[src/source/apbFabricPkg.sv]
//##############################
// APB3 fabric shared types
//##############################

`default_nettype none

package apbFabricPkg;

    // Slot space is the top address nibble
    localparam int unsigned SlotCount   = 16;
    localparam int unsigned SlotIdxBits = 4;

    localparam int unsigned DataWidth = 32;
    localparam int unsigned AddrWidth = 32;

    typedef logic [SlotIdxBits-1:0] slotIdx_t;

    // One bit per slot for selects, readies, errors and enables
    typedef logic [SlotCount-1:0] slotMask_t;

    typedef logic [DataWidth-1:0] data_t;

    typedef logic [AddrWidth-1:0] addr_t;

    // Read data of every slot with slot 0 in the low word
    typedef logic [SlotCount-1:0][DataWidth-1:0] slotData_t;

endpackage

`default_nettype wire

[src/source/addrInfill.sv]
//##############################
// Slave address widening
//##############################

`timescale 1ns/100ps
`default_nettype none

module addrInfill #(
    parameter int unsigned MasterAddrBits = 16,
    parameter int unsigned UpperNibblePos = 7
) (
    input  wire [MasterAddrBits-1:0]  paddr,
    input  wire apbFabricPkg::data_t  indirectAddr,
    output apbFabricPkg::addr_t       paddrS
);

    import apbFabricPkg::*;

    // Master bits below the slot nibble
    localparam int unsigned LowBits   = MasterAddrBits - SlotIdxBits;
    localparam int unsigned NibbleLsb = SlotIdxBits * UpperNibblePos;

    localparam addr_t LowMask    = (addr_t'(1) << LowBits) - addr_t'(1);
    localparam addr_t NibbleMask = addr_t'({SlotIdxBits{1'b1}}) << NibbleLsb;
    // Everything else is taken from the register
    localparam addr_t FillMask   = ~(LowMask | NibbleMask);

    if ((UpperNibblePos > 7) || (NibbleLsb < LowBits) || (MasterAddrBits <= SlotIdxBits))
    begin : g_badParams
        $error("addrInfill: slot nibble %0d overlaps %0d master bits",
               UpperNibblePos, MasterAddrBits);
    end

    addr_t lowPart;
    addr_t nibblePart;
    addr_t fillPart;

    assign lowPart    = addr_t'(paddr) & LowMask;
    assign nibblePart = addr_t'(paddr[MasterAddrBits-1 -: SlotIdxBits]) << NibbleLsb;
    assign fillPart   = addr_t'(indirectAddr) & FillMask;

    // Nibble at the top gives plain zero-extension plus register bits
    assign paddrS = lowPart | nibblePart | fillPart;

endmodule

`default_nettype wire

[src/source/apbFabric.sv]
//##############################
// APB3 fabric top level
//##############################

`timescale 1ns/100ps
`default_nettype none

module apbFabric #(
    parameter int unsigned             MasterAddrBits = 16,
    parameter int unsigned             UpperNibblePos = 7,
    parameter apbFabricPkg::slotMask_t SlotEnable     = '1,
    parameter apbFabricPkg::slotIdx_t  IndirectSlot   = 4'd15
) (
    input  wire                           pclk,
    input  wire                           arstN,
    // Master side
    input  wire [MasterAddrBits-1:0]      paddr,
    input  wire                           psel,
    input  wire                           penable,
    input  wire                           pwrite,
    input  wire apbFabricPkg::data_t      pwdata,
    output apbFabricPkg::data_t           prdata,
    output logic                          pready,
    output logic                          pslverr,
    // Slave side
    output apbFabricPkg::addr_t           paddrS,
    output apbFabricPkg::slotMask_t       pselS,
    output logic                          penableS,
    output logic                          pwriteS,
    output apbFabricPkg::data_t           pwdataS,
    input  wire apbFabricPkg::slotData_t  prdataS,
    input  wire apbFabricPkg::slotMask_t  preadyS,
    input  wire apbFabricPkg::slotMask_t  pslverrS
);

    import apbFabricPkg::*;

    slotIdx_t  slotIdx;
    slotMask_t slotSel;
    logic      indirectSel;
    data_t     indirectAddr;

    // Slot comes from the top nibble of the master address
    assign slotIdx = paddr[MasterAddrBits-1 -: SlotIdxBits];

    slotDecoder #(
        .SlotEnable   (SlotEnable),
        .IndirectSlot (IndirectSlot)
    ) slotDecoder_i (
        .psel        (psel),
        .slotIdx     (slotIdx),
        .slotSel     (slotSel),
        .indirectSel (indirectSel)
    );

    responseMux responseMux_i (
        .slotSel      (slotSel),
        .indirectSel  (indirectSel),
        .indirectAddr (indirectAddr),
        .prdataS      (prdataS),
        .preadyS      (preadyS),
        .pslverrS     (pslverrS),
        .prdata       (prdata),
        .pready       (pready),
        .pslverr      (pslverr)
    );

    indirectAddrReg indirectAddrReg_i (
        .pclk         (pclk),
        .arstN        (arstN),
        .indirectSel  (indirectSel),
        .penable      (penable),
        .pwrite       (pwrite),
        .pwdata       (pwdata),
        .indirectAddr (indirectAddr)
    );

    addrInfill #(
        .MasterAddrBits (MasterAddrBits),
        .UpperNibblePos (UpperNibblePos)
    ) addrInfill_i (
        .paddr        (paddr),
        .indirectAddr (indirectAddr),
        .paddrS       (paddrS)
    );

    // Request broadcast to every slot
    assign pselS    = slotSel;
    assign penableS = penable;
    assign pwriteS  = pwrite;
    assign pwdataS  = pwdata;

endmodule

`default_nettype wire

[src/source/indirectAddrReg.sv]
//##############################
// Indirect address register
//##############################

`timescale 1ns/100ps
`default_nettype none

module indirectAddrReg (
    input  wire                       pclk,
    input  wire                       arstN,
    input  wire                       indirectSel,
    input  wire                       penable,
    input  wire                       pwrite,
    input  wire apbFabricPkg::data_t  pwdata,
    output apbFabricPkg::data_t       indirectAddr
);

    import apbFabricPkg::*;

    logic wrEn;

    // Slot is always ready, so the first access cycle completes the write
    assign wrEn = indirectSel & penable & pwrite;

    always_ff @(posedge pclk or negedge arstN)
    begin
        if (!arstN)
        begin
            indirectAddr <= '0;
        end
        else if (wrEn)
        begin
            indirectAddr <= pwdata;
        end
    end

    // Value moves only in the cycle after a register write
    wrOnlyChange: assert property (
        @(posedge pclk) disable iff (!arstN)
        (indirectAddr != $past(indirectAddr)) |-> $past(wrEn)
    )
    else $error("indirectAddrReg: unexpected value 0x%h", indirectAddr);

endmodule

`default_nettype wire

[src/source/responseMux.sv]
//##############################
// APB response multiplexer
//##############################

`timescale 1ns/100ps
`default_nettype none

module responseMux (
    input  wire apbFabricPkg::slotMask_t  slotSel,
    input  wire                           indirectSel,
    input  wire apbFabricPkg::data_t      indirectAddr,
    input  wire apbFabricPkg::slotData_t  prdataS,
    input  wire apbFabricPkg::slotMask_t  preadyS,
    input  wire apbFabricPkg::slotMask_t  pslverrS,
    output apbFabricPkg::data_t           prdata,
    output logic                          pready,
    output logic                          pslverr
);

    import apbFabricPkg::*;

    // Select is one-hot or zero, so at most one slot wins the loop
    always_comb
    begin
        prdata  = '0;
        pready  = 1'b1;
        pslverr = 1'b0;
        if (indirectSel)
        begin
            // Register slot is always ready and never errors
            prdata = indirectAddr;
        end
        else
        begin
            for (int i = 0; i < SlotCount; i++)
            begin
                if (slotSel[i])
                begin
                    prdata  = prdataS[i];
                    pready  = preadyS[i];
                    pslverr = pslverrS[i];
                end
            end
        end
    end

    // Error is only meaningful on the completing cycle
    always_comb
    begin
        assert final (!(pslverr && !pready))
        else $error("responseMux: pslverr raised while pready low, select 0x%h", slotSel);
    end

endmodule

`default_nettype wire

[src/source/slotDecoder.sv]
//##############################
// APB slot select decoder
//##############################

`timescale 1ns/100ps
`default_nettype none

module slotDecoder #(
    parameter apbFabricPkg::slotMask_t SlotEnable   = '1,
    parameter apbFabricPkg::slotIdx_t  IndirectSlot = 4'd15
) (
    input  wire                          psel,
    input  wire apbFabricPkg::slotIdx_t  slotIdx,
    output apbFabricPkg::slotMask_t      slotSel,
    output logic                         indirectSel
);

    import apbFabricPkg::*;

    // Slots that may see a select on the slave side
    localparam slotMask_t Routable = SlotEnable & ~(slotMask_t'(1) << IndirectSlot);

    slotMask_t slotOneHot;

    assign slotOneHot = slotMask_t'(1) << slotIdx;

    always_comb
    begin
        slotSel     = '0;
        indirectSel = 1'b0;
        if (psel)
        begin
            slotSel     = slotOneHot & Routable;
            indirectSel = (slotIdx == IndirectSlot);
        end
    end

    // Indirect slot never shares a cycle with a slave select
    always_comb
    begin
        assert final ($onehot0(slotSel) && !(indirectSel && (|slotSel)))
        else $error("slotDecoder: bad select 0x%h indirect %b", slotSel, indirectSel);
    end

endmodule

`default_nettype wire

[config.mk]
export PLATFORM = sky130hd
export DESIGN_NAME = apbFabric
export DESIGN_NICKNAME = d
export VERILOG_FILES = /design/src/source/apbFabricPkg.sv /design/src/source/addrInfill.sv /design/src/source/apbFabric.sv /design/src/source/indirectAddrReg.sv /design/src/source/responseMux.sv /design/src/source/slotDecoder.sv
export SDC_FILE = /design/constraint.sdc
export NUM_CORES = 1
export LEC_CHECK = 0
export BUFFER_PORTS_ARGS = -buffer_cell sky130_fd_sc_hd__buf_2
export CAP_MARGIN = 0
export CORE_AREA = 2 2 276 278
export CTS_CLUSTER_SIZE = 12
export DETAILED_ROUTE_END_ITERATION = 8
export DIE_AREA = 0 0 278 280
export PLACE_DENSITY = 0.38
export SETUP_SLACK_MARGIN = 0.4
export SLEW_MARGIN = 20
export SYNTH_ARGS = -nofsm -noshare
export SYNTH_HDL_FRONTEND = slang
export SYNTH_HIERARCHICAL = 1
export SYNTH_SLANG_ARGS = --single-unit
[constraint.sdc]
create_clock -name pclk -period 3.9 [get_ports pclk]
set_input_delay 0.585 -clock pclk [delete_from_list [all_inputs] [get_ports pclk]]
set_output_delay 0.585 -clock pclk [all_outputs]
set_load 0.02 [all_outputs]
==> flow_summary.json <==
{
  "placed_area_mm2": 0.0114,
  "row_count": 101,
  "final.fill_count": 8667,
  "die-height_um": 280,
  "fin_ws_ns": 0.323,
  "power_mw": 2.18,
  "grt_max_degree": 49,
  "clk_latency_ns": 0.30,
  "final_common_cell": "buf_2",
  "ant_nets": 0,
  "finalCoreUtilization_pct": 16.6,
  "worstPathCellList": "buf_2 -> or3b_4 -> nor2_4 -> buf_4 -> nand2b_1 -> o22ai_1 -> o21ai_1 -> a222oi_1 -> buf_4 -> o21ai_1 -> buf_4",
  "wire_per_inst_um": 26.1,
  "gp_congestion": 0.899,
  "whs_ns": 0.415,
  "ys.flop_type": "dfrtp_1",
  "largest_register_ffs": 32,
  "critical_path.most_common_cell": "buf_4",
  "portBuffers": 687,
  "cts_num_sinks": 32,
  "final_cell_mix": "buf_2, buf_4, nor2_1, a22oi_1, nand2_1",
  "ys_types": 54,
  "synthTopCellsByArea": "dfrtp_1, a22oi_1, buf_4",
  "vias": 10800,
  "nNetsFinal": 2163,
  "multiInputGateArea_mm2": 0.00535,
  "async_flop_share_pct": 100,
  "power_leakage_nw": 5.83,
  "ys_warn_count": 6,
  "hold_viol_final": 0,
  "crit_slowest_cell": "or3b_4",
  "finish.instance_area_mm2": 0.0125,
  "min_period_ns": 3.58,
  "gr-max-usage-layer": "met2",
  "ys_seq_elements": 32,
  "cts_tree": "done",
  "dp_worst_setup_slack_ns": -0.622,
  "status": "finished with violations",
  "worst_pin_slew_ns": 3.09,
  "hold_buffers": 0,
  "syn-mean-instance-area_um2": 7.28,
  "clock-root-buffer": "clkbuf_16",
  "regArea_um2": 801,
  "setup-violations-final": 0,
  "synth_top_cell_by_area": "dfrtp_1",
  "pin_count": 713,
  "synth_top_area_share_pct": 12.2,
  "met1_usage_pct": 22.4,
  "ir_worst_vdd_mv": 0.131,
  "largest_register": "indirectAddrReg_i/indirectAddr",
  "die_area_mm2": 0.0778,
  "cp_max_fo": 27,
  "gr-usage-met2_pct": 24.6,
  "cp.arrival_ns": 2.99,
  "cpPeakStageDelay_ns": 0.44,
  "post-route-period-util_pct": 91.7,
  "syn-cell-area_mm2": 0.00659,
  "cp-start-kind": "input pin",
  "cts_buffers": 5,
  "violations": "max-slew violations",
  "fp.dieW_um": 278,
  "finalMaxSlewViolations": 33,
  "r2r_cells": 1,
  "syn_nets": 1502,
  "clockBufferDepth": 2,
  "dp_cells": 2511,
  "first_iter_violations": 774,
  "cp.required_ns": 3.31,
  "cap_viol_max_count": 0,
  "routed_wl_mm": 66.4,
  "hold_class": "input pin to asynchronous set/reset pin",
  "core_area_mm2": 0.0752,
  "hpwlAfterDp_mm": 55.7,
  "synth_edf_count": 0,
  "dr.pass1.iters": 5,
  "drc_errors": 0,
  "reg2reg_from": "indirectAddrReg_i/indirectAddr[15]$_DFFE_PN0P_",
  "clk_pin_slew_ns": 0.06,
  "yosysSeqAreaShare_pct": 12.2,
  "tns_ns": 0,
  "viasPerCell": 4.25,
  "synthCells": 905,
  "rsz0062_at_grt": "true",
  "skew_ns": 0,
  "grt_pass1_vias": 11100,
  "htreeDepth": 2,
  "grt_pass1_wl_mm": 86.5,
  "grt_overflow": 0,
  "critical_path_class": "input pin to output port",
  "antenna_found_initial": 17,
  "met3_usage_pct": 1.75,
  "start_util_pct": 8.76,
  "slew_headroom_pct": -107,
  "power.density_mw_per_mm2": 175,
  "timing.fmax_mhz": 280,
  "grt_usage_pct": 15.8,
  "layout-drive-gt1-share_pct": 60.7,
  "top_regs": "indirectAddrReg_i/indirectAddr x32",
  "synthToLayoutAreaGrowth_pct": 89.4,
  "r2r_setup_slack_ns": 3.05,
  "final_cells": 2548,
  "endpoint_kind": "output port",
  "reg2reg_to": "indirectAddrReg_i/indirectAddr[15]$_DFFE_PN0P_"
}
[worst max-delay path: cells and delay by family]
kind            cells  cell delay [ns]
compound gates      4             0.82
buf+inv             4             0.87
simple gates        3             0.68
[worst max path at each step]
| stage | depth (start not counted) | slack (ns) | end | from |
|---|---|---|---|---|
| floorplan | 8 | 0.51 | prdata[30] | paddr[12] |
| global placement | 12 | -0.61 | prdata[0] | paddr[12] |
| detailed placement | 12 | -0.62 | prdata[0] | paddr[12] |
| CTS | 12 | 0.27 | prdata[0] | paddr[14] |
| global route | 12 | 0.25 | pslverr | paddr[12] |
| finish | 11 | 0.32 | pslverr | psel |
[cells in the mapped netlist, types with 4 or more instances]
cell type    n
nand2_1     44
o31ai_1     32
o21a_1      30
o21ai_1     30
and2_1       9
a31oi_1      4
nand2b_1     6
nor2b_1      7
inv_1       11
a221oi_1    34
a211oi_1    55
dfrtp_1     32
a22oi_1     90
o221ai_1    32
o22ai_1     34
buf_2       20
a22o_1      31
clkbuf_1    69
a222oi_1     5
o21ai_0     31
nor2_1     101
o211ai_1    38
buf_6        6
a211o_1      6
nor3_1       7
mux2_4      30
buf_4       67
a21oi_1      5
[per-layer routing]
layer,routed length [um],vias to the layer above
li1,-,4870
met1,30700,5198
met4,2110,14
met2,29700,632
met5,92,-
met3,3750,114
[what timing repair did]
item,4_1_cts,5_1_grt
buffers inserted,13,8
pin swaps,13,34
resized for setup,60,78
endpoints found under the hold margin,0,0
endpoints found under the setup margin,31,33
gates cloned,2,3
[layout make-up]
type,instances,area share (%)
Timing Repair Buffer,818,38.9
Clock buffer,7,1.22
Tap cell,978,9.81
Clock inverter,1,0.241
Antenna cell,3,0.0602
Inverter,13,0.421
Multi-Input combinational cell,696,42.9
Sequential cell,32,6.42
[logic make-up after synthesis]
family | share of synthesized area (%)
and+or+nand+nor | 12.9
AOI/OAI and AO/OA | 52.6
DFF | 12.2
muxes | 7.18
buffers and inverters | 15.0
other | 0.0569
[power breakdown]
group / internal (mW) / leakage, nW / switching, mW
logic: 0.568 / 5.32 / 0.685
registers: 0.376 / 0.425 / 0.0376
clock network: 0.337 / 0.0901 / 0.175
No activity file was read; power rests on OpenSTA's default activity.
